===== config.mk =====
export PLATFORM = sky130hd
export DESIGN_NAME = izh_neuron_core_flat
export DESIGN_NICKNAME = d
export VERILOG_FILES = /design/src/design/spike_pkg.sv /design/src/design/neuron_math_pkg.sv /design/src/design/pool_drive_if.sv /design/src/design/izh_neuron_core.sv /design/src/flat_wrapper.sv
export VERILOG_INCLUDE_DIRS = /design/src /design/src/design
export SDC_FILE = /design/constraint.sdc
export NUM_CORES = 2
export LEC_CHECK = 0
export CAP_MARGIN = 20
export CORE_ASPECT_RATIO = 0.75
export CORE_MARGIN = 10
export CORE_UTILIZATION = 57
export CTS_CLUSTER_SIZE = 20
export DETAILED_ROUTE_END_ITERATION = 6
export DONT_BUFFER_PORTS = 1
export PLACE_DENSITY_LB_ADDON = 0.3
export SLEW_MARGIN = 20
export SYNTH_ARGS = -nofsm -noshare
export SYNTH_HDL_FRONTEND = slang
export SYNTH_SLANG_ARGS = --single-unit

===== constraint.sdc =====
create_clock -name neuron_clk -period 34.1 [get_ports neuron_clk]
set_clock_uncertainty 0.15 [all_clocks]
set_input_delay 3.41 -clock neuron_clk [delete_from_list [all_inputs] [get_ports neuron_clk]]
set_output_delay 3.41 -clock neuron_clk [all_outputs]
set_load 0.01 [all_outputs]

===== src/design/neuron_cfg.svh =====
`ifndef NEURON_CFG_SVH
`define NEURON_CFG_SVH

//////////////////////////////
// pool geometry
//////////////////////////////

// log2 of the pool size
`define NEURON_LOG2 4
`define NEURON_COUNT (1 << `NEURON_LOG2)

//////////////////////////////
// fixed point scaling
//////////////////////////////

// integer current up to the Q.8 scale of v
`define CURRENT_SHIFT 8
// fractional bits of i_gain
`define GAIN_FRAC 8
// noise amplitude in bits, centered on zero
`define NOISE_BITS 4
// ceiling of the floored rate
`define RATE_MAX 32'd65535

//////////////////////////////
// regular spiking model, Q.8
//////////////////////////////

`define V_PEAK (32'sd30 * 32'sd256)
`define V_RESET (-32'sd65 * 32'sd256)
`define U_JUMP (32'sd8 * 32'sd256)
`define V_REST_OFFSET (32'sd140 * 32'sd256)
// euler step of 1/8
`define DT_SHIFT 3
// a near 0.02
`define A_SHIFT 6
// b near 0.25
`define B_SHIFT 2
// 0.04 v^2 in Q.8
`define SQ_SHIFT 13

// xorshift start state, never zero
`define RNG_SEED 32'h2545_f491

`endif

===== src/design/spike_pkg.sv =====
`include "neuron_cfg.svh"

package spike_pkg;

    //////////////////////////////
    // spike side types
    //////////////////////////////

    // position of a neuron in the pool
    typedef logic [`NEURON_LOG2-1:0] neuron_index_t;

    // spike id as seen on the output bus
    typedef logic [15:0] spike_id_t;

    // spikes in one sweep
    // one extra bit so a full sweep of fires fits
    typedef logic [`NEURON_LOG2:0] spike_count_t;

    // input sequencer
    // one idle cycle out of reset then run forever
    typedef enum logic {
        SWEEP_IDLE,
        SWEEP_RUN
    } sweep_state_t;

endpackage


===== src/design/neuron_math_pkg.sv =====
package neuron_math_pkg;

    //////////////////////////////
    // float input
    //////////////////////////////

    // raw ieee single word
    // sign in bit 31, exponent in 30:23, mantissa in 22:0
    typedef logic [31:0] float_word_t;

    // floored rate, never negative
    // saturates at the rate ceiling
    typedef logic [31:0] rate_int_t;

    //////////////////////////////
    // fixed point values
    //////////////////////////////

    // synaptic current in integer units
    typedef logic signed [31:0] current_t;

    // membrane potential or recovery
    // eight fractional bits
    typedef logic signed [31:0] potential_t;

    // rate to current gain
    // eight fractional bits, may be negative
    typedef logic signed [31:0] gain_t;

endpackage


===== src/design/pool_drive_if.sv =====
`timescale 1ns/1ps

interface pool_drive_if;
    import neuron_math_pkg::*;
    import spike_pkg::*;

    // high on every cycle that carries a neuron
    logic          drive_valid;
    // which neuron this drive belongs to
    neuron_index_t neuron_index;
    // current for that neuron, integer units
    current_t      syn_current;
    // last neuron of the sweep
    logic          sweep_last;

    // input side
    modport source (
        output drive_valid,
        output neuron_index,
        output syn_current,
        output sweep_last
    );

    // neuron core
    modport sink (
        input drive_valid,
        input neuron_index,
        input syn_current,
        input sweep_last
    );

endinterface


===== src/design/izh_neuron_core.sv =====
`timescale 1ns/1ps
`include "neuron_cfg.svh"

module izh_neuron_core (
    input  logic                     neuron_clk,
    input  logic                     reset_sim,
    pool_drive_if.sink               drive,
    output logic                     fire,
    output spike_pkg::neuron_index_t fire_index,
    output logic                     fire_sweep_last
);
    import neuron_math_pkg::*;
    import spike_pkg::*;

    //////////////////////////////
    // state memory
    //////////////////////////////

    // membrane potential per neuron
    potential_t v_mem [`NEURON_COUNT];
    // recovery variable per neuron
    potential_t u_mem [`NEURON_COUNT];

    //////////////////////////////
    // stage 1 registers
    //////////////////////////////

    logic          s1_valid;
    logic          s1_last;
    neuron_index_t s1_index;
    current_t      s1_current;
    potential_t    s1_v;
    potential_t    s1_u;

    //////////////////////////////
    // stage 2 arithmetic
    //////////////////////////////

    potential_t         i_scaled;
    logic signed [63:0] v_sq;
    potential_t         sq_term;
    potential_t         lin_term;
    potential_t         dv;
    potential_t         v_next;
    potential_t         du;
    potential_t         u_next;
    logic               spiked;

    // stage 1
    // read v and u for the neuron on the bus
    always_ff @(posedge neuron_clk or posedge reset_sim) begin
        if (reset_sim) begin
            s1_valid <= 1'b0;
            s1_last  <= 1'b0;
        end else begin
            s1_valid <= drive.drive_valid;
            s1_last  <= drive.drive_valid && drive.sweep_last;
        end
    end

    always_ff @(posedge neuron_clk) begin
        s1_index   <= drive.neuron_index;
        s1_current <= drive.syn_current;
        s1_v       <= v_mem[drive.neuron_index];
        s1_u       <= u_mem[drive.neuron_index];
    end

    // stage 2
    // one euler step of the izhikevich model

    // current into the Q.8 scale of v
    assign i_scaled = potential_t'(s1_current) <<< `CURRENT_SHIFT;

    // quadratic term, full width square first
    assign v_sq    = 64'(s1_v) * 64'(s1_v);
    assign sq_term = potential_t'(v_sq >>> `SQ_SHIFT);

    // 5v
    assign lin_term = s1_v * 32'sd5;

    // dv = 0.04v^2 + 5v + 140 - u + I
    assign dv = sq_term + lin_term + `V_REST_OFFSET - s1_u + i_scaled;

    // dt of 1/8
    assign v_next = s1_v + (dv >>> `DT_SHIFT);

    // du = a(bv - u) dt
    assign du = (((s1_v >>> `B_SHIFT) - s1_u) >>> `A_SHIFT) >>> `DT_SHIFT;

    assign u_next = s1_u + du;

    // threshold crossing
    assign spiked = (v_next >= `V_PEAK);

    // write back
    // index differs from the stage 1 read, so no forwarding
    always_ff @(posedge neuron_clk or posedge reset_sim) begin
        if (reset_sim) begin
            for (int n = 0; n < `NEURON_COUNT; n++) begin
                v_mem[n] <= `V_RESET;
                u_mem[n] <= `V_RESET >>> `B_SHIFT;
            end
        end else if (s1_valid) begin
            if (spiked) begin
                // after-spike reset
                v_mem[s1_index] <= `V_RESET;
                u_mem[s1_index] <= u_next + `U_JUMP;
            end else begin
                v_mem[s1_index] <= v_next;
                u_mem[s1_index] <= u_next;
            end
        end
    end

    //////////////////////////////
    // fire outputs
    //////////////////////////////

    // valid two cycles after drive_valid
    always_ff @(posedge neuron_clk or posedge reset_sim) begin
        if (reset_sim) begin
            fire            <= 1'b0;
            fire_index      <= '0;
            fire_sweep_last <= 1'b0;
        end else begin
            fire            <= s1_valid && spiked;
            fire_index      <= s1_index;
            // sweep end marker, whether or not it fired
            fire_sweep_last <= s1_valid && s1_last;
        end
    end

endmodule


===== src/flat_wrapper.sv =====
// flat-port wrapper written by rule: the top's interface ports become plain ports
module izh_neuron_core_flat import neuron_math_pkg::*; import spike_pkg::*;
  (neuron_clk, reset_sim, fire, fire_index, fire_sweep_last, drive_drive_valid, drive_neuron_index, drive_syn_current, drive_sweep_last);
  pool_drive_if drive_i ();
  input  logic neuron_clk;
  input  logic reset_sim;
  output logic fire;
  output spike_pkg::neuron_index_t fire_index;
  output logic fire_sweep_last;
  input wire logic [$bits(drive_i.drive_valid)-1:0] drive_drive_valid;
  input wire logic [$bits(drive_i.neuron_index)-1:0] drive_neuron_index;
  input wire logic [$bits(drive_i.syn_current)-1:0] drive_syn_current;
  input wire logic [$bits(drive_i.sweep_last)-1:0] drive_sweep_last;
  assign drive_i.drive_valid = drive_drive_valid;
  assign drive_i.neuron_index = drive_neuron_index;
  assign drive_i.syn_current = drive_syn_current;
  assign drive_i.sweep_last = drive_sweep_last;
  izh_neuron_core u_core (.neuron_clk(neuron_clk), .reset_sim(reset_sim), .drive(drive_i), .fire(fire), .fire_index(fire_index), .fire_sweep_last(fire_sweep_last));
endmodule

==> results_dict.tcl <==
set metrics [dict create \
    multi_input_area_um2 46920 \
    die_w_um 454.8 \
    min_path_type "register to register" \
    grt_first_pass_wirelength_um 333800 \
    synth-async-reset-ratio_pct 91.81 \
    clk_pin_slew_worst_paths_ps 60 \
    r2r_slack_ps 16900 \
    io_buffers 0 \
    worstSetupStartpoint "u_core.s1_v[6]" \
    dieArea_um2 157400 \
    grt_usage_pct 26.91 \
    cp-end-kind "register" \
    overflow 0 \
    ys_seq_area_share_pct 35.42 \
    cp_slowest_cell "nand2_1" \
    holdWs_ps 301.9 \
    hold_path.startpoint "u_core.s1_last" \
    synth.distinct_cells 97 \
    wl_per_cell_um 22.16 \
    setup.worst_path.class "register to register" \
    cts_resized 0 \
    clock_latency_ps 740 \
    antenna_found_initial 2 \
    cp-start-kind "register" \
    ant_nets 0 \
    fin_crit_sh_pct 50.44 \
    n_fill_cell 11140 \
    dp.final_hpwl_um 137400 \
    cts.sinks 1124 \
    drv_cap 0 \
    tns_ps 0 \
    routed_wl_um 208900 \
    cts_root_buf "clkbuf_16" \
    rsz0062_at_grt "false" \
    drt_first_pass_iters 5 \
    dpl.cell_count 9220 \
    crit_fanout 17 \
    syn_to_final_growth_pct 6.529 \
    syn_area_um2 80810 \
    final-hold-violation-count 0 \
    synth_edf_count 0 \
    nNetsFinal 8663 \
    gp_congestion 0.8879 \
    cts_setup_buffers 0 \
    drt_iter0_markers 5174 \
    period_needed_ps 17200 \
    fp.dieH_um 346.1 \
    netlist_instances 7721 \
    layout_common_cells "nand2_1 (1323), inv_1 (1000), o21ai_0 (909), fa_1 (790), dfstp_2 (768)" \
    cts-htree-levels 3 \
    holdBufCountCts 0 \
    ys.flop_type "dfstp_2" \
    grt_start_max_net_pins 258 \
    yosys_warnings 0 \
    initial_core_util_pct 57.50 \
    drive_gt1_share_pct 19.79 \
    first_global_vias 57970 \
    worstPathArrival_ps 17650 \
    final_common_cell "nand2_1" \
    vias 55850 \
    syn-num-nets 8927 \
    syn-mean-instance-area_um2 10.47 \
    seqCellArea_um2 28630 \
    worstMarginPinSlew_ps 1136 \
    setup_viol 0 \
    cts_inserted_buffers 108 \
    viasPerCell 5.926 \
    path_common_cell "fa_1" \
    rows 119 \
    cpPeakStageDelay_ps 930 \
    core_area_um2 140600 \
    io_pins 46 \
    drc 0 \
    cts_tree "yes" \
    cts.path.max_buffers 3 \
    r2r-start "u_core.s1_v[6]" \
    fmax_mhz 58.14 \
    slew_violations 0 \
    ys_ff_latch 1124 \
    status "finished clean" \
    slew_headroom_pct 24.15 \
    final_cell_count_no_fill 9425 \
    cp.required_ps 34550 \
]
[routing by layer]
metal / part of all wire [%] / up-vias / track usage (%)
met1: 42 / 28560 / 38.55
met2: 46 / 2133 / 41.69
li1: - / 24780 / -
met4: 2.9 / 0 / 7.584
met3: 8.5 / 376 / 5.567
met5: 0 / - / 0
[synth_stat cells (all sizes together), types with 7 or more instances]
cell type	instances	share of area, %
a211oi	23	0.21
a21boi	8	0.074
a21o	61	0.57
a21oi	109	0.68
a31oi	47	0.37
and2	200	1.5
and3	15	0.12
buf	58	0.31
clkbuf	415	1.9
dfrtp	264	8.2
dfstp	768	25
dfxtp	92	2.3
fa	790	20
ha	376	5.8
inv	1001	4.6
mux2	51	0.76
mux2i	7	0.087
mux4	320	8.9
nand2	1335	6.2
nand2b	29	0.22
nand3	86	0.54
nand4	70	0.54
nor2	198	0.92
nor2b	26	0.20
nor3	41	0.26
nor4	11	0.13
o211ai	52	0.51
o21a	24	0.22
o21ai	924	5.7
o21bai	12	0.11
o31ai	22	0.21
or2	7	0.054
or3	8	0.062
xnor2	125	1.4
xor2	58	0.63
[final timing paths]
path | cells past startpoint | end
setup / recovery | 51 | u_core.v_mem[310]
hold / removal | 1 | u_core.fire_sweep_last
setup reg to reg | 51 | u_core.v_mem[310]
hold reg to reg | 1 | u_core.fire_sweep_last
max in group asynchronous | 4 | u_core.v_mem[257]
min in group asynchronous | 1 | u_core.fire_sweep_last
[cell families after synthesis]
group                    after synthesis  synth area share (%)
flip-flops                          1124                 35.42
AND/OR/NAND/NOR                     2054                 11.10
AO/OA/AOI/OAI                       1338                 9.342
XOR/XNOR                             186                 2.081
buffers and inverters               1475                 6.896
adder cells (fa/ha/maj)             1166                 25.39
multiplexers                         378                 9.762
[area by class of cell]
cell class              instances  share of cell area [%]
diodes                          1                0.002907
clock buffers                 160                   3.633
clock inverters                42                  0.6177
inverters                    1002                   4.378
multi-input cells            5122                   54.50
flip-flops and latches       1124                   33.26
well taps                    1875                   2.725
repair buffers                 99                  0.8880
[stage by stage]
stage / instance area, um^2 / util [%] / setup WS, ps
final: 86090 / 61.25 / 16900
after global routing: 86090 / 61.25 / 16070
after CTS: 85970 / 61.17 / 17010
after detailed placement: 82310 / 58.56 / 17030
after global placement: 82270 / 58.53 / 17210
after floorplan: 80810 / - / 2768
[worst max-delay path, delay by kind of cell, from the launching register on]
family                   cells  cell delay [ps]
AO/OA/AOI/OAI               14             3250
flip-flops                   1              310
adder cells (fa/ha/maj)     15             6760
XOR/XNOR                     3              450
AND/OR/NAND/NOR             12             4890
buffers and inverters        7             1210
Power is left out: the tool's default activity adds up to more than one toggle a clock period on the data nets, which glitch-free logic cannot reach.
