==> config.mk <==
export PLATFORM = sky130hd
export DESIGN_NAME = rate_to_current_flat
export DESIGN_NICKNAME = d
export VERILOG_FILES = /design/src/design/spike_pkg.sv /design/src/design/neuron_math_pkg.sv /design/src/design/pool_drive_if.sv /design/src/design/rate_to_current.sv /design/src/flat_wrapper.sv
export VERILOG_INCLUDE_DIRS = /design/src /design/src/design
export SDC_FILE = /design/constraint.sdc
export NUM_CORES = 2
export LEC_CHECK = 0
export BUFFER_PORTS_ARGS = -buffer_cell sky130_fd_sc_hd__buf_2
export CORE_UTILIZATION = 50
export CTS_CLUSTER_SIZE = 24
export DETAILED_ROUTE_END_ITERATION = 7
export GPL_ROUTABILITY_DRIVEN = 0
export HOLD_SLACK_MARGIN = 0.08
export PLACE_DENSITY = 0.74
export RECOVER_POWER = 25
export SLEW_MARGIN = 40
export SYNTH_ARGS = -nofsm -noshare
export SYNTH_HDL_FRONTEND = slang
export SYNTH_SLANG_ARGS = --single-unit
==> constraint.sdc <==
create_clock -name neuron_clk -period 13.77 [get_ports neuron_clk]
set_clock_uncertainty 0.15 [all_clocks]
set_input_delay 1.377 -clock neuron_clk [delete_from_list [all_inputs] [get_ports neuron_clk]]
set_output_delay 1.377 -clock neuron_clk [all_outputs]
set_load 0.01 [all_outputs]
==> src/design/neuron_cfg.svh <==
`ifndef NEURON_CFG_SVH
`define NEURON_CFG_SVH

//////////////////////////////
// pool geometry
//////////////////////////////

// log2 of the pool size
`define NEURON_LOG2 4
`define NEURON_COUNT (1 << `NEURON_LOG2)

//////////////////////////////
// fixed point scaling
//////////////////////////////

// integer current up to the Q.8 scale of v
`define CURRENT_SHIFT 8
// fractional bits of i_gain
`define GAIN_FRAC 8
// noise amplitude in bits, centered on zero
`define NOISE_BITS 4
// ceiling of the floored rate
`define RATE_MAX 32'd65535

//////////////////////////////
// regular spiking model, Q.8
//////////////////////////////

`define V_PEAK (32'sd30 * 32'sd256)
`define V_RESET (-32'sd65 * 32'sd256)
`define U_JUMP (32'sd8 * 32'sd256)
`define V_REST_OFFSET (32'sd140 * 32'sd256)
// euler step of 1/8
`define DT_SHIFT 3
// a near 0.02
`define A_SHIFT 6
// b near 0.25
`define B_SHIFT 2
// 0.04 v^2 in Q.8
`define SQ_SHIFT 13

// xorshift start state, never zero
`define RNG_SEED 32'h2545_f491

`endif
==> src/design/spike_pkg.sv <==
`include "neuron_cfg.svh"

package spike_pkg;

    //////////////////////////////
    // spike side types
    //////////////////////////////

    // position of a neuron in the pool
    typedef logic [`NEURON_LOG2-1:0] neuron_index_t;

    // spike id as seen on the output bus
    typedef logic [15:0] spike_id_t;

    // spikes in one sweep
    // one extra bit so a full sweep of fires fits
    typedef logic [`NEURON_LOG2:0] spike_count_t;

    // input sequencer
    // one idle cycle out of reset then run forever
    typedef enum logic {
        SWEEP_IDLE,
        SWEEP_RUN
    } sweep_state_t;

endpackage

==> src/design/neuron_math_pkg.sv <==
package neuron_math_pkg;

    //////////////////////////////
    // float input
    //////////////////////////////

    // raw ieee single word
    // sign in bit 31, exponent in 30:23, mantissa in 22:0
    typedef logic [31:0] float_word_t;

    // floored rate, never negative
    // saturates at the rate ceiling
    typedef logic [31:0] rate_int_t;

    //////////////////////////////
    // fixed point values
    //////////////////////////////

    // synaptic current in integer units
    typedef logic signed [31:0] current_t;

    // membrane potential or recovery
    // eight fractional bits
    typedef logic signed [31:0] potential_t;

    // rate to current gain
    // eight fractional bits, may be negative
    typedef logic signed [31:0] gain_t;

endpackage

==> src/design/pool_drive_if.sv <==
`timescale 1ns/1ps

interface pool_drive_if;
    import neuron_math_pkg::*;
    import spike_pkg::*;

    // high on every cycle that carries a neuron
    logic          drive_valid;
    // which neuron this drive belongs to
    neuron_index_t neuron_index;
    // current for that neuron, integer units
    current_t      syn_current;
    // last neuron of the sweep
    logic          sweep_last;

    // input side
    modport source (
        output drive_valid,
        output neuron_index,
        output syn_current,
        output sweep_last
    );

    // neuron core
    modport sink (
        input drive_valid,
        input neuron_index,
        input syn_current,
        input sweep_last
    );

endinterface

==> src/design/rate_to_current.sv <==
`timescale 1ns/1ps
`include "neuron_cfg.svh"

module rate_to_current (
    input  logic                         neuron_clk,
    input  logic                         reset_sim,
    input  neuron_math_pkg::float_word_t f_fr,
    input  neuron_math_pkg::gain_t       i_gain,
    pool_drive_if.source                 drive
);
    import neuron_math_pkg::*;
    import spike_pkg::*;

    //////////////////////////////
    // helpers
    //////////////////////////////

    // float to unsigned integer, truncating
    function automatic rate_int_t float_floor(input float_word_t f);
        logic [7:0]  exp_field;
        logic [7:0]  exp_unbiased;
        logic [23:0] mant;
        logic [4:0]  shamt;
        exp_field    = f[30:23];
        mant         = {1'b1, f[22:0]};
        exp_unbiased = exp_field - 8'd127;
        shamt        = 5'd23 - exp_unbiased[4:0];
        // negative, nan, inf and anything below one
        if (f[31] || (exp_field == 8'hff) || (exp_field < 8'd127)) begin
            return '0;
        end
        // 2^16 and up is past the ceiling
        if (exp_unbiased >= 8'd16) begin
            return `RATE_MAX;
        end
        // at most 16 integer bits left here
        return rate_int_t'(mant >> shamt);
    endfunction

    // xorshift32 with taps 13, 17, 5
    function automatic logic [31:0] xorshift32(input logic [31:0] x);
        logic [31:0] y;
        y = x ^ (x << 13);
        y = y ^ (y >> 17);
        y = y ^ (y << 5);
        return y;
    endfunction

    //////////////////////////////
    // signals
    //////////////////////////////

    sweep_state_t        state;
    neuron_index_t       issue_index;
    logic                issue;
    logic                sweep_start;

    // rate and gain held for the sweep
    rate_int_t           rate_held;
    gain_t               gain_held;
    rate_int_t           rate_floor;
    rate_int_t           rate_now;
    gain_t               gain_now;

    logic [31:0]         rng_state;
    logic [31:0]         rng_next;

    logic signed [63:0]  product;
    current_t            scaled;
    current_t            noise;
    current_t            current_next;

    //////////////////////////////
    // current datapath
    //////////////////////////////

    assign issue       = (state == SWEEP_RUN);
    assign sweep_start = issue && (issue_index == '0);

    // index 0 uses the live inputs, the rest use the held copy
    assign rate_floor = float_floor(f_fr);
    assign rate_now   = sweep_start ? rate_floor : rate_held;
    assign gain_now   = sweep_start ? i_gain : gain_held;

    // rate is unsigned so zero extend before the signed multiply
    assign product = $signed({32'd0, rate_now}) * 64'(gain_now);
    assign scaled  = current_t'(product >>> `GAIN_FRAC);

    // low bits of the generator, shifted to sit around zero
    assign noise = current_t'({1'b0, rng_state[`NOISE_BITS-1:0]})
                 - current_t'(1 << (`NOISE_BITS - 1));

    assign current_next = scaled + noise;
    assign rng_next     = xorshift32(rng_state);

    //////////////////////////////
    // sequencer and drive regs
    //////////////////////////////

    always_ff @(posedge neuron_clk or posedge reset_sim) begin
        if (reset_sim) begin
            state              <= SWEEP_IDLE;
            issue_index        <= '0;
            rng_state          <= `RNG_SEED;
            drive.drive_valid  <= 1'b0;
            drive.neuron_index <= '0;
            drive.syn_current  <= '0;
            drive.sweep_last   <= 1'b0;
        end else begin
            case (state)
                // single idle cycle after reset
                SWEEP_IDLE: state <= SWEEP_RUN;
                SWEEP_RUN:  state <= SWEEP_RUN;
                default:    state <= SWEEP_IDLE;
            endcase
            drive.drive_valid <= issue;
            if (issue) begin
                // index wraps at the pool size by width
                issue_index        <= issue_index + 1'b1;
                rng_state          <= rng_next;
                drive.neuron_index <= issue_index;
                drive.syn_current  <= current_next;
                drive.sweep_last   <= (issue_index == neuron_index_t'(`NEURON_COUNT - 1));
            end
        end
    end

    // sample rate and gain once per sweep
    always_ff @(posedge neuron_clk) begin
        if (sweep_start) begin
            rate_held <= rate_floor;
            gain_held <= i_gain;
        end
    end

endmodule

==> src/flat_wrapper.sv <==
// flat-port wrapper written by rule: the top's interface ports become plain ports
module rate_to_current_flat import neuron_math_pkg::*; import spike_pkg::*;
  (neuron_clk, reset_sim, f_fr, i_gain, drive_drive_valid, drive_neuron_index, drive_syn_current, drive_sweep_last);
  pool_drive_if drive_i ();
  input  logic neuron_clk;
  input  logic reset_sim;
  input  neuron_math_pkg::float_word_t f_fr;
  input  neuron_math_pkg::gain_t i_gain;
  output wire logic [$bits(drive_i.drive_valid)-1:0] drive_drive_valid;
  output wire logic [$bits(drive_i.neuron_index)-1:0] drive_neuron_index;
  output wire logic [$bits(drive_i.syn_current)-1:0] drive_syn_current;
  output wire logic [$bits(drive_i.sweep_last)-1:0] drive_sweep_last;
  assign drive_drive_valid = drive_i.drive_valid;
  assign drive_neuron_index = drive_i.neuron_index;
  assign drive_syn_current = drive_i.syn_current;
  assign drive_sweep_last = drive_i.sweep_last;
  rate_to_current u_core (.neuron_clk(neuron_clk), .reset_sim(reset_sim), .f_fr(f_fr), .i_gain(i_gain), .drive(drive_i));
endmodule
==> summary.md <==
The run gives 2 as the max-cap check violation count. In this run the standard cell core region covers 58030 um^2. The share of the cycle needed by the critical path after routing is 0.9331. The cell with the biggest individual delay on the critical path was ha_1.

Post-CTS timing repair inserted 0 buffers for setup. The number of antenna cells inserted was 0. The required time at the worst-slack endpoint was 13960 ps.

Dividing the detail-routed wire length by the instance count gives 18.91 um. The kind of end point of the critical path is a flop. Excluding fillers, the count of instances in the completed layout stands at 4108. The clock root buffer was clkbuf_16.

Ranked by total cell area, the synthesized netlist is headed by fa_1 (42%), inv_1 (8.7%), ha_1 (8.5%). CTS built an H-tree with a depth of 4. The tools report the violation count after the first detailed-route iteration as 1746.

The leading area contributor after synthesis was fa_1. Clock tree synthesis inserted a total of 17 buffers. The tools report the number of buffers added to fix hold violations after cts as 0.

The aggregate global routing overflow came out at 0. The clock-pin slew of the registers on the worst-case setup and hold paths was 60 ps. In this run the most critical hold path is launched from u_core.rng_state[21]. Across the whole layout, storage elements account for 3177 um^2.

The relative max-transition margin is -1.655. The final reports fail on max-capacitance violations, max-slew violations. For the worst flop-to-flop path, the logic depth is 44.

The clock latency reported for the late side of the worst-skew pair came out at 470 ps. The total placed cells including tap cells was 4073; the number of flip-flops and latches in the synthesized netlist was 139. The flow ran to the end, but the final reports show violations. The pre-antenna-repair detailed-routing pass consisted of 5 iterations.

For this design the top-level I/O count stands at 104. The kind of critical path is in -> reg. The tools report the final wirelength as 77.70 mm. The slew at the pin with the worst max-slew slack is 3982 ps, and the global-route wire length before repair is 124.4 mm.

The number of buffer cells added on primary ports came out at 95. Counting I/O delays and the setup requirement, the final critical path takes 12850 ps. The die covers 60090 um^2. The tools report the sequential area share after synthesis as 0.1074. The tools report the startpoint of the lowest-slack register-to-register path as u_core.issue_index[0]. The type of the tightest min-delay check was reg -> reg. The highest clock rate was 77.83 MHz.

Setup violations remaining at the end of the flow were counted as 0. The largest fanout of any net on the critical path came out at 21. The multi-input combinational cells in the finished layout cover a total of 23320 um^2. Summing every instance area after synthesis gives 29560 um^2. The tools report the count of pins over their slew limit as 151. The summed negative setup slack over all endpoints was 0 ps.

The horizontal die dimension was 245.1 um. Count of yosys warnings during synthesis: 0. TritonCTS built the clock tree. Fill cells in the final layout number 5071.

The number of remaining DRC errors came out at 0. The final-stage net count was 4223; the async set-or-reset flop fraction in the synthesized netlist was 0.5396. For this run, the slowest stage of the critical path takes 620 ps. The layout overhead on the synthesized area is 7.141%, and the data arrival time of the worst path is 13040 ps. Entering global routing, the biggest net connects 76 pins.

In the routed layout, each cell is associated on average with a via count of 5.381. The hold path depth is 1. The worst setup path is launched from a primary input. The final number of hold-violating endpoints is 0, and the die extent in y is 245.1 um. In this run, post-CTS repair resized a total of 0 instances.

For this design, the sink count on the clock tree is 139. The setup slack at placement is 515.3 ps. The floorplan has 88 rows. The combined global-route utilization of all metal layers was 0.2721. The initial core utilization is 0.5094.

Across all setup checks in the final design, the least slack found is 921.6 ps. Setup repair after global routing left no endpoint under its margin. The most numerous cell on the critical path is fa_1. After synthesis, the most frequently instantiated cells are inv_1 (683), fa_1 (626), nor2_1 (450). Synthesis produced a netlist with a net count of 4178. The detail route stage leaves a number of antenna-violating nets equal to 0.

In this run, synthesis inferred 0 flip-flops with an integrated enable. A synthesized cell averages 8.998 um^2. The tools report the sum of net half-perimeters after detailed placement as 65.12 mm. The dominant cell by count in the synthesized netlist is inv_1. The via count of the first global-routing pass came out at 23340. In this run the worst setup path begins at f_fr[23]. The fraction of layout instances using a drive strength above 1 came out at 0.08555. Among all flip-flop cells after synthesis, the most frequent one is dfxtp_1. The number of distinct library cells after synthesis was 78; the vias after detailed routing was 22110. The worst-case clock buffer depth is 2, and the number of cells produced by synthesis is 3285. The number of antenna violations at the first check in global routing was 1; the fraction of synthesized cell area taken by the top area cell type was 0.4240.
-- cell families after synthesis --
logic type               synth area share
flip-flops                         0.1074
AND/OR/NAND/NOR                    0.1353
AO/OA/AOI/OAI                     0.04881
other                           0.0001269
buffers and inverters              0.1081
multiplexers                      0.03107
XOR/XNOR                          0.06007
adder cells (fa/ha/maj)            0.5091
-- state kept, by name (all words and copies together), names as in the netlist --
register                   count
u_core.gain_held              32
u_core.issue                   1
u_core.drive.neuron_index      4
u_core.drive.drive_valid       1
u_core.rate_held              32
u_core.issue_index             4
u_core.drive.sweep_last        1
u_core.drive.syn_current      32
u_core.rng_state              32
-- cell usage in the layout (no fill, tap or decap), drive strengths merged, types with 4 or more instances in the layout --
cell      n
a21o     31
dfxtp    64
mux4      5
fa      626
a211oi    6
a311oi    4
nand2b    4
nor3     11
nand2   405
dfrtp    61
inv     691
o211ai    4
a21oi    63
clkinv   27
a22oi     6
o21bai    7
clkbuf   20
mux2i    43
buf     162
o21a     17
a31o      4
nor2    451
nand4     8
xor2     49
nor2b    11
a31oi     7
nand3    23
mux2     33
xnor2   146
ha      201
o21ai    41
and2     18
and3     36
dfstp    14
or3       5
-- worst paths after layout --
| path | end | slack [ps] |
|---|---|---|
| worst min-delay path | u_core.rng_state[21] | 340 |
| worst max register to register | u_core.drive.syn_current[29] | 1870 |
| min in group asynchronous | u_core.drive.syn_current[0] | 2280 |
| max in group asynchronous | u_core.issue | 8640 |
| worst min register to register | u_core.rng_state[21] | 340 |
| worst max-delay path | u_core.drive.syn_current[29] | 920 |
-- critical path, delay by kind of cell --
kind                       cells  cell delay, ps
xor gates and xnor gates       2             210
AOI/OAI and AO/OA             16            3450
muxes                          2             630
buffers and inverters          8            1500
and+or+nand+nor                6            1090
adders and majority gates     11            4730
-- per-layer routing --
layer	track usage	wire length, um	up-vias
met5	0	13	-
met4	0.1406	3989	2
met3	0.07752	7170	199
met2	0.4382	37200	906
met1	0.3322	29330	11160
li1	-	-	9835
-- metrics by stage --
stage	utilization	instance area, um^2	hold WS (ps)
2_1_floorplan	-	29560	222.4
4_1_cts	0.5453	31640	340.9
3_5_place_dp	0.5357	31080	324.4
5_1_grt	0.5458	31670	353.6
6_report	0.5458	31670	340.4
3_3_place_gp	0.5347	31030	318.9
-- final cells by class --
cell class / count / share of cell area
timing repair buffer: 165 / 0.03188
tap: 765 / 0.03022
multi-input combinational: 2303 / 0.7363
inverter: 704 / 0.08360
clock inverter: 15 / 0.004227
clock buffer: 17 / 0.01343
sequential: 139 / 0.1003
Power is left out: the tool's default activity adds up to more than one toggle a clock period on the data nets, which glitch-free logic cannot reach.
