===== config.mk =====
export PLATFORM = sky130hd
export DESIGN_NAME = spike_encoder
export DESIGN_NICKNAME = d
export VERILOG_FILES = /design/src/design/spike_pkg.sv /design/src/design/spike_encoder.sv
export VERILOG_INCLUDE_DIRS = /design/src /design/src/design
export SDC_FILE = /design/constraint.sdc
export NUM_CORES = 1
export LEC_CHECK = 0
export BUFFER_PORTS_ARGS = -buffer_cell sky130_fd_sc_hd__buf_2
export CORE_MARGIN = 2
export CORE_UTILIZATION = 47
export CTS_BUF_LIST = sky130_fd_sc_hd__clkbuf_4
export DETAILED_ROUTE_END_ITERATION = 10
export GPL_TIMING_DRIVEN = 0
export PLACE_DENSITY = 0.8
export SYNTH_ARGS = -nofsm -noshare
export SYNTH_HDL_FRONTEND = slang
export SYNTH_SLANG_ARGS = --single-unit

===== constraint.sdc =====
create_clock -name neuron_clk -period 1.3 [get_ports neuron_clk]
set_input_delay 0.065 -clock neuron_clk [delete_from_list [all_inputs] [get_ports neuron_clk]]
set_output_delay 0.065 -clock neuron_clk [all_outputs]
set_load 0.02 [all_outputs]

===== src/design/neuron_cfg.svh =====
`ifndef NEURON_CFG_SVH
`define NEURON_CFG_SVH

//////////////////////////////
// pool geometry
//////////////////////////////

// log2 of the pool size
`define NEURON_LOG2 4
`define NEURON_COUNT (1 << `NEURON_LOG2)

//////////////////////////////
// fixed point scaling
//////////////////////////////

// integer current up to the Q.8 scale of v
`define CURRENT_SHIFT 8
// fractional bits of i_gain
`define GAIN_FRAC 8
// noise amplitude in bits, centered on zero
`define NOISE_BITS 4
// ceiling of the floored rate
`define RATE_MAX 32'd65535

//////////////////////////////
// regular spiking model, Q.8
//////////////////////////////

`define V_PEAK (32'sd30 * 32'sd256)
`define V_RESET (-32'sd65 * 32'sd256)
`define U_JUMP (32'sd8 * 32'sd256)
`define V_REST_OFFSET (32'sd140 * 32'sd256)
// euler step of 1/8
`define DT_SHIFT 3
// a near 0.02
`define A_SHIFT 6
// b near 0.25
`define B_SHIFT 2
// 0.04 v^2 in Q.8
`define SQ_SHIFT 13

// xorshift start state, never zero
`define RNG_SEED 32'h2545_f491

`endif

===== src/design/spike_pkg.sv =====
`include "neuron_cfg.svh"

package spike_pkg;

    //////////////////////////////
    // spike side types
    //////////////////////////////

    // position of a neuron in the pool
    typedef logic [`NEURON_LOG2-1:0] neuron_index_t;

    // spike id as seen on the output bus
    typedef logic [15:0] spike_id_t;

    // spikes in one sweep
    // one extra bit so a full sweep of fires fits
    typedef logic [`NEURON_LOG2:0] spike_count_t;

    // input sequencer
    // one idle cycle out of reset then run forever
    typedef enum logic {
        SWEEP_IDLE,
        SWEEP_RUN
    } sweep_state_t;

endpackage


===== src/design/spike_encoder.sv =====
`timescale 1ns/1ps

module spike_encoder (
    input  logic                     neuron_clk,
    input  logic                     reset_sim,
    input  logic                     fire,
    input  spike_pkg::neuron_index_t fire_index,
    input  logic                     fire_sweep_last,
    output logic                     spike,
    output spike_pkg::spike_id_t     spkid,
    output spike_pkg::spike_count_t  spike_count
);
    import spike_pkg::*;

    //////////////////////////////
    // spike strobe
    //////////////////////////////

    // one cycle pulse per fire
    // id holds between spikes
    always_ff @(posedge neuron_clk or posedge reset_sim) begin
        if (reset_sim) begin
            spike <= 1'b0;
            spkid <= '0;
        end else begin
            spike <= fire;
            if (fire) begin
                // zero extend the neuron index
                spkid <= spike_id_t'(fire_index);
            end
        end
    end

    //////////////////////////////
    // per sweep count
    //////////////////////////////

    // running total for the sweep in progress
    spike_count_t sweep_acc;
    spike_count_t fire_inc;

    assign fire_inc = spike_count_t'(fire);

    always_ff @(posedge neuron_clk or posedge reset_sim) begin
        if (reset_sim) begin
            sweep_acc   <= '0;
            spike_count <= '0;
        end else if (fire_sweep_last) begin
            // publish the total, last neuron included
            spike_count <= sweep_acc + fire_inc;
            sweep_acc   <= '0;
        end else begin
            sweep_acc   <= sweep_acc + fire_inc;
        end
    end

endmodule


==> flow_metrics.py, run 1 <==
metrics = {
    "placed_design": {
        "place.gp.congestion": 0.6740,
        "place_ws_ns": 0.01246,
        "place_hpwl_um": 768,
        "port_buffers": 17,
    },
    "route": {
        "drtIter0Drc": 2,
        "num_vias": 435,
        "dr.pass1.iters": 4,
        "drc": 0,
        "ant_nets": 0,
        "wl_per_cell_um": 9.885,
        "via_per_inst": 4.183,
        "wl_um": 1028,
    },
    "yosys": {
        "yosys.area.top_type": "dfrtp_1",
        "synthCells": 54,
        "synth.top_cell.area_share_pct": 56.93,
        "seq_area_frac_synth_pct": 56.93,
        "synthDistinctLibCells": 12,
        "avgSynthCellArea_um2": 12.21,
        "ys_top_cells_by_area": "dfrtp_1, buf_4, mux2_2",
        "ys_warn_count": 0,
        "synth_seq_cells": 15,
        "syn_area_um2": 659.4,
    },
    "floorplanning": {
        "initial_core_util_pct": 50.67,
        "coreArea_mm2": 0.001301,
        "die-area_mm2": 0.001719,
        "io_pins": 30,
        "fp-row-count": 13,
        "die_w_um": 41.46,
        "die_y_um": 41.46,
    },
    "timing": {
        "skew_ns": 0.003127,
        "clock.fmax_ghz": 0.7998,
        "min_period_ns": 1.250,
        "relSlewSlack_pct": 63.75,
        "fin_hold_ws_ns": 0.01768,
        "hold_violations": 0,
        "fin_crit_sh_pct": 96.18,
        "setup_ws_ns": 0.04964,
        "slew_violations": 0,
        "worstMarginPinSlew_ns": 0.5432,
        "setup_viol": 0,
    },
    "critical_path": {
        "rrSetupSlack_ns": 0.05,
        "crit_family": "adder cells",
        "startpoint_type": "register",
        "r2r_start": "sweep_acc[0]",
        "crit_type": "register to register",
        "critPathBufInv": 0,
        "reg2regPathDepth": 5,
        "reg2reg_to": "spike_count[4]",
        "cp-end-kind": "register",
        "crit_arrival_ns": 1.41,
        "worst-path-max-fanout": 2,
        "cp_cell_sequence": "ha_1, ha_2, nand3_2, xor2_2, a21oi_1",
        "startpoint": "sweep_acc[0]",
        "cp.required_ns": 1.46,
        "slowest_stage": "dfrtp_1",
        "crit_path_max_incr_delay_ns": 0.38,
    },
    "final_layout": {
        "final_cell_mix": "buf_2, dfrtp_1, buf_4",
        "layout_commonest_cell": "buf_2",
        "num-nets-final": 100,
        "seqCellArea_um2": 375.4,
        "multi_input_area_um2": 239.0,
        "diodes": 0,
        "fillers": 119,
        "syn_to_final_growth_pct": 33.02,
        "drive_gt1_share_pct": 48.31,
    },
    "clocking": {
        "cts_buffer_depth": 2,
        "path_clk_slew_ns": 0.08,
        "cts.sinks": 15,
        "htreeDepth": 1,
        "clk_latency_ns": 0.27,
        "cts_setup_buffers": 0,
        "cts_buffers": 3,
        "cts_tree": "yes",
        "cts_root_buf": "clkbuf_4",
    },
    "grt": {
        "grt_pass1_wl_um": 1600,
        "grt_max_degree": 16,
        "grt_pass1_vias": 416,
        "grt_use_total_pct": 12.00,
        "antenna_found_initial": 0,
        "grt-ovfl-total": 0,
    },
    "power_and_ir_drop": {
        "power_density_mw_per_mm2": 1130,
        "peakVddDrop_mv": 0.7045,
        "p_leak_uw": 0.0004748,
    },
    "outcome": {
        "outcome": "complete, no violations",
    },
    "job": {
        "maxCapViolations": 0,
    },
    "hold_path": {
        "min-delay-path-class": "primary input to register",
        "min_to": "spkid[1]",
        "worstHoldStart": "fire_index[1]",
        "min_path_cells": 2,
    },
}
==> worst max path at each step <==
stage / slack (ns) / depth (start not counted) / to
final: 0.05 / 5 / spike_count[4]
after global routing: -0.01 / 5 / spike_count[4]
after CTS: 0.03 / 5 / spike_count[4]
after detailed placement: 0.01 / 5 / spike_count[4]
after global placement: 0.06 / 5 / spike_count[4]
after floorplan: 0.11 / 5 / spike_count[4]
==> registers in the layout, summed over array words and instances, names as in the netlist <==
| register | flops |
|---|---|
| spike_count | 5 |
| sweep_acc | 5 |
| spkid | 4 |
| spike | 1 |
==> kinds of logic (layout without fill, tap and decap cells) <==
| group | count (synthesis) | after routing | share of synthesized area [%] |
|---|---|---|---|
| AOI/OAI and AO/OA | 3 | 3 | 2.276 |
| xor gates and xnor gates | 3 | 3 | 3.986 |
| adders and majority gates | 2 | 2 | 3.794 |
| buffers and inverters | 14 | 38 | 15.37 |
| DFF | 15 | 15 | 56.93 |
| muxes | 6 | 6 | 10.25 |
| other | 1 | 12 | 0.5687 |
| and+or+nand+nor | 10 | 10 | 6.831 |
==> synth_stat cells <==
cell type and instances:
a21oi_1 3, buf_4 13, conb_1 1, dfrtp_1 15, ha_1 2, inv_1 1
mux2_2 6, nand3_1 2, nor2_1 6, nor2b_1 2, xnor2_1 1, xor2_1 2
==> per-stage QoR <==
stage	setup TNS (ns)	util [%]	instances	total power (µW)	area (µm²)
2_1_floorplan	0	-	65	684.9	700.7
3_5_place_dp	0	61.83	97	744.4	804.5
6_report	0	67.40	104	990.8	877.1
4_1_cts	0	66.44	104	1003	864.6
5_1_grt	-0.01486	67.40	104	1047	877.1
3_3_place_gp	0	61.83	97	737.2	804.5
==> area by class of cell <==
class | count | share of cell area [%]
Inverter | 1 | 0.4280
Clock buffer | 3 | 2.568
Tap cell | 15 | 2.140
Buffer | 13 | 11.13
Clock inverter | 1 | 0.5706
Sequential cell | 15 | 42.80
Timing Repair Buffer | 20 | 13.12
Multi-Input combinational cell | 36 | 27.25
==> power breakdown <==
part / leakage (µW) / total [µW] / internal [µW] / switching (µW)
registers: 0.000189 / 523 / 505 / 18.5
clock network: 0.0000177 / 249 / 114 / 135
logic: 0.000268 / 219 / 93.9 / 125
==> per-layer routing <==
layer,global-route usage (%),part of all wire [%],wire length (µm),up-vias
met5,0,0,0,-
met4,3.871,0,0,0
met3,2.609,6.9,71,0
met2,22.50,52,536,20
met1,13.22,41,421,197
li1,-,-,-,218
==> timing repair <==
item,in CTS,in global routing
setup endpoints to repair,1,2
hold buffers,3,0
gates resized for setup,1,2
pin swaps,1,1
endpoints found under the hold margin,17,0
Power figures use the tool's default switching activity.
==> inputs of run 2 (changes only) <==
==> constraint.sdc (replaced) <==
create_clock -name neuron_clk -period 1.3 [get_ports neuron_clk]
set_input_delay 0.26 -clock neuron_clk [delete_from_list [all_inputs] [get_ports neuron_clk]]
set_output_delay 0.26 -clock neuron_clk [all_outputs]
set_load 0.02 [all_outputs]
==> run 2 against run 1 <==
- combinational power shrank 4%
- maximum frequency grew 0.20%
- register-to-register slack is essentially flat
- clock skew grew 0.00067 ns
- design area shrank 3.4%
- via count shrank 2.5%
- critical path depth is the same
- total power shrank 0.66%
- worst hold slack lost 0.0061 ns
- clock power is essentially flat
==> flow_metrics.py, run 2 (same netlist as run 1, synthesis figures left out) <==
metrics = {
    "outcome": {
        "outcome": "complete, no violations",
    },
    "timing": {
        "hold_violations": 0,
        "relSlewSlack_pct": 63.70,
        "setup_viol": 0,
        "clock.fmax_ghz": 0.8014,
        "min_period_ns": 1.248,
        "worstMarginPinSlew_ns": 0.5439,
        "fin_crit_sh_pct": 95.99,
        "slew_violations": 0,
        "skew_ns": 0.003798,
    },
    "final_layout": {
        "final_cells": 101,
        "layout_commonest_cell": "buf_2",
        "syn_to_final_growth_pct": 28.46,
        "final_cell_mix": "buf_2, dfrtp_1, buf_4",
        "drive_gt1_share_pct": 50.00,
        "fin_area_um2": 847.1,
        "diodes": 0,
        "num-nets-final": 97,
        "reg.largest.list": "spike_count (5), sweep_acc (5), spkid (4)",
        "final_util_pct": 65.10,
    },
    "critical_path": {
        "reg2reg_to": "spike_count[4]",
        "cp.required_ns": 1.46,
        "reg2regPathDepth": 5,
        "crit_arrival_ns": 1.41,
        "cp-end-kind": "register",
        "rrSetupSlack_ns": 0.05,
        "worst-path-max-fanout": 2,
        "crit_type": "register to register",
        "r2r_start": "sweep_acc[0]",
        "startpoint_type": "register",
    },
    "power_and_ir_drop": {
        "p_sw_share_pct": 28.19,
        "internal_power_uw": 706.7,
        "power_density_mw_per_mm2": 1162,
        "peakVddDrop_mv": 0.6971,
        "power_frac_seq_pct": 53.2,
        "p_sw_uw": 277.5,
        "p_clk_share_pct": 25.4,
        "p_comb_share_pct": 21.5,
        "p_leak_uw": 0.0004623,
    },
    "clocking": {
        "clk_latency_ns": 0.27,
        "htreeDepth": 1,
        "path_clk_slew_ns": 0.08,
        "cts_buffers": 3,
        "cts_root_buf": "clkbuf_4",
        "cts.sinks": 15,
        "cts_tree": "yes",
        "cts_buffer_depth": 2,
        "hold_buffers": 0,
        "cts_setup_buffers": 0,
    },
    "route": {
        "ant_nets": 0,
        "via_per_inst": 4.198,
        "wl_per_cell_um": 9.832,
        "dr.pass1.iters": 2,
        "drc": 0,
        "num_vias": 424,
        "wl_um": 993,
        "drtIter0Drc": 2,
    },
    "job": {
        "maxCapViolations": 0,
    },
    "floorplanning": {
        "coreArea_mm2": 0.001301,
        "die_w_um": 41.46,
        "die-area_mm2": 0.001719,
        "io_pins": 30,
        "die_y_um": 41.46,
        "fp-row-count": 13,
        "initial_core_util_pct": 50.67,
    },
    "placed_design": {
        "dpl.cell_count": 97,
        "place_hpwl_um": 768,
        "place.gp.congestion": 0.6740,
        "port_buffers": 17,
        "postPlaceCellArea_um2": 804.5,
    },
    "grt": {
        "grt_max_degree": 16,
        "antenna_found_initial": 0,
        "grt_use_total_pct": 11.36,
        "grt_pass1_wl_um": 1531,
        "grt_pass1_vias": 395,
        "grt-ovfl-total": 0,
    },
    "hold_path": {
        "min-delay-path-class": "primary input to async pin",
    },
}
==> run 2: cell count changes in the layout (fill, tap and decap cells not counted), sizes merged <==
cell,previous run,this run
dlygate4sd3,3,0
==> run 2: stage by stage <==
| stage | TNS, ns | setup slack (ns) | hold WS, ns | total power, µW |
|---|---|---|---|---|
| 6_report | 0 | 0.05218 | 0.01161 | 984.2 |
| 5_1_grt | -0.01486 | -0.01486 | 0.05685 | 1039 |
| 4_1_cts | 0 | 0.02918 | 0.02369 | 996.5 |
| 3_5_place_dp | -0.08538 | -0.06500 | 0.3295 | 744.4 |
| 3_3_place_gp | -0.02567 | -0.02567 | 0.3291 | 737.2 |
| 2_1_floorplan | 0 | 0.1105 | 0.1615 | 684.9 |
==> run 2: worst max path at each step <==
stage            startpoint              to  slack [ns]  cells after the start
3_3_place_gp           fire  spike_count[4]       -0.03                      6
6_report       sweep_acc[0]  spike_count[4]        0.05                      5
2_1_floorplan  sweep_acc[0]  spike_count[4]        0.11                      5
5_1_grt        sweep_acc[0]  spike_count[4]       -0.01                      5
4_1_cts        sweep_acc[0]  spike_count[4]        0.03                      5
3_5_place_dp           fire  spike_count[4]       -0.06                      6
==> run 2: power groups by stage <==
stage                     Clock (µW)  Combinational [µW]  Sequential [µW]
final                            250                 211              523
after global routing             282                 229              528
after CTS                        260                 213              523
after detailed placement           0                 212              533
after global placement             0                 208              529
after floorplan                    0                 112              573
==> run 2: critical path, cell delays in order (launching register included) <==
cell	delay (ns)
dfrtp_1	0.38
ha_1	0.20
ha_2	0.19
nand3_2	0.09
xor2_2	0.18
a21oi_1	0.09
==> run 2: what timing repair did <==
item / 4_1_cts / 5_1_grt
endpoints found under the setup margin: 1 / 2
endpoints found under the hold margin: 0 / 0
pin swaps: 1 / 1
resized for setup: 1 / 2
==> run 2: final cells by class <==
type                            count  area (µm²)
Buffer                             13       97.59
Clock buffer                        3       22.52
Clock inverter                      1       5.005
Fill cell                         122       454.2
Inverter                            1       3.754
Multi-Input combinational cell     36       239.0
Sequential cell                    15       375.4
Tap cell                           15       18.77
Timing Repair Buffer               17       85.08
==> run 2: routing by layer <==
metal	global-route usage, %	vias to the layer above	wire length (µm)
met1	13.22	195	423
met4	3.871	0	0
li1	-	211	-
met2	20.31	18	503
met3	2.609	0	66
met5	0	-	0
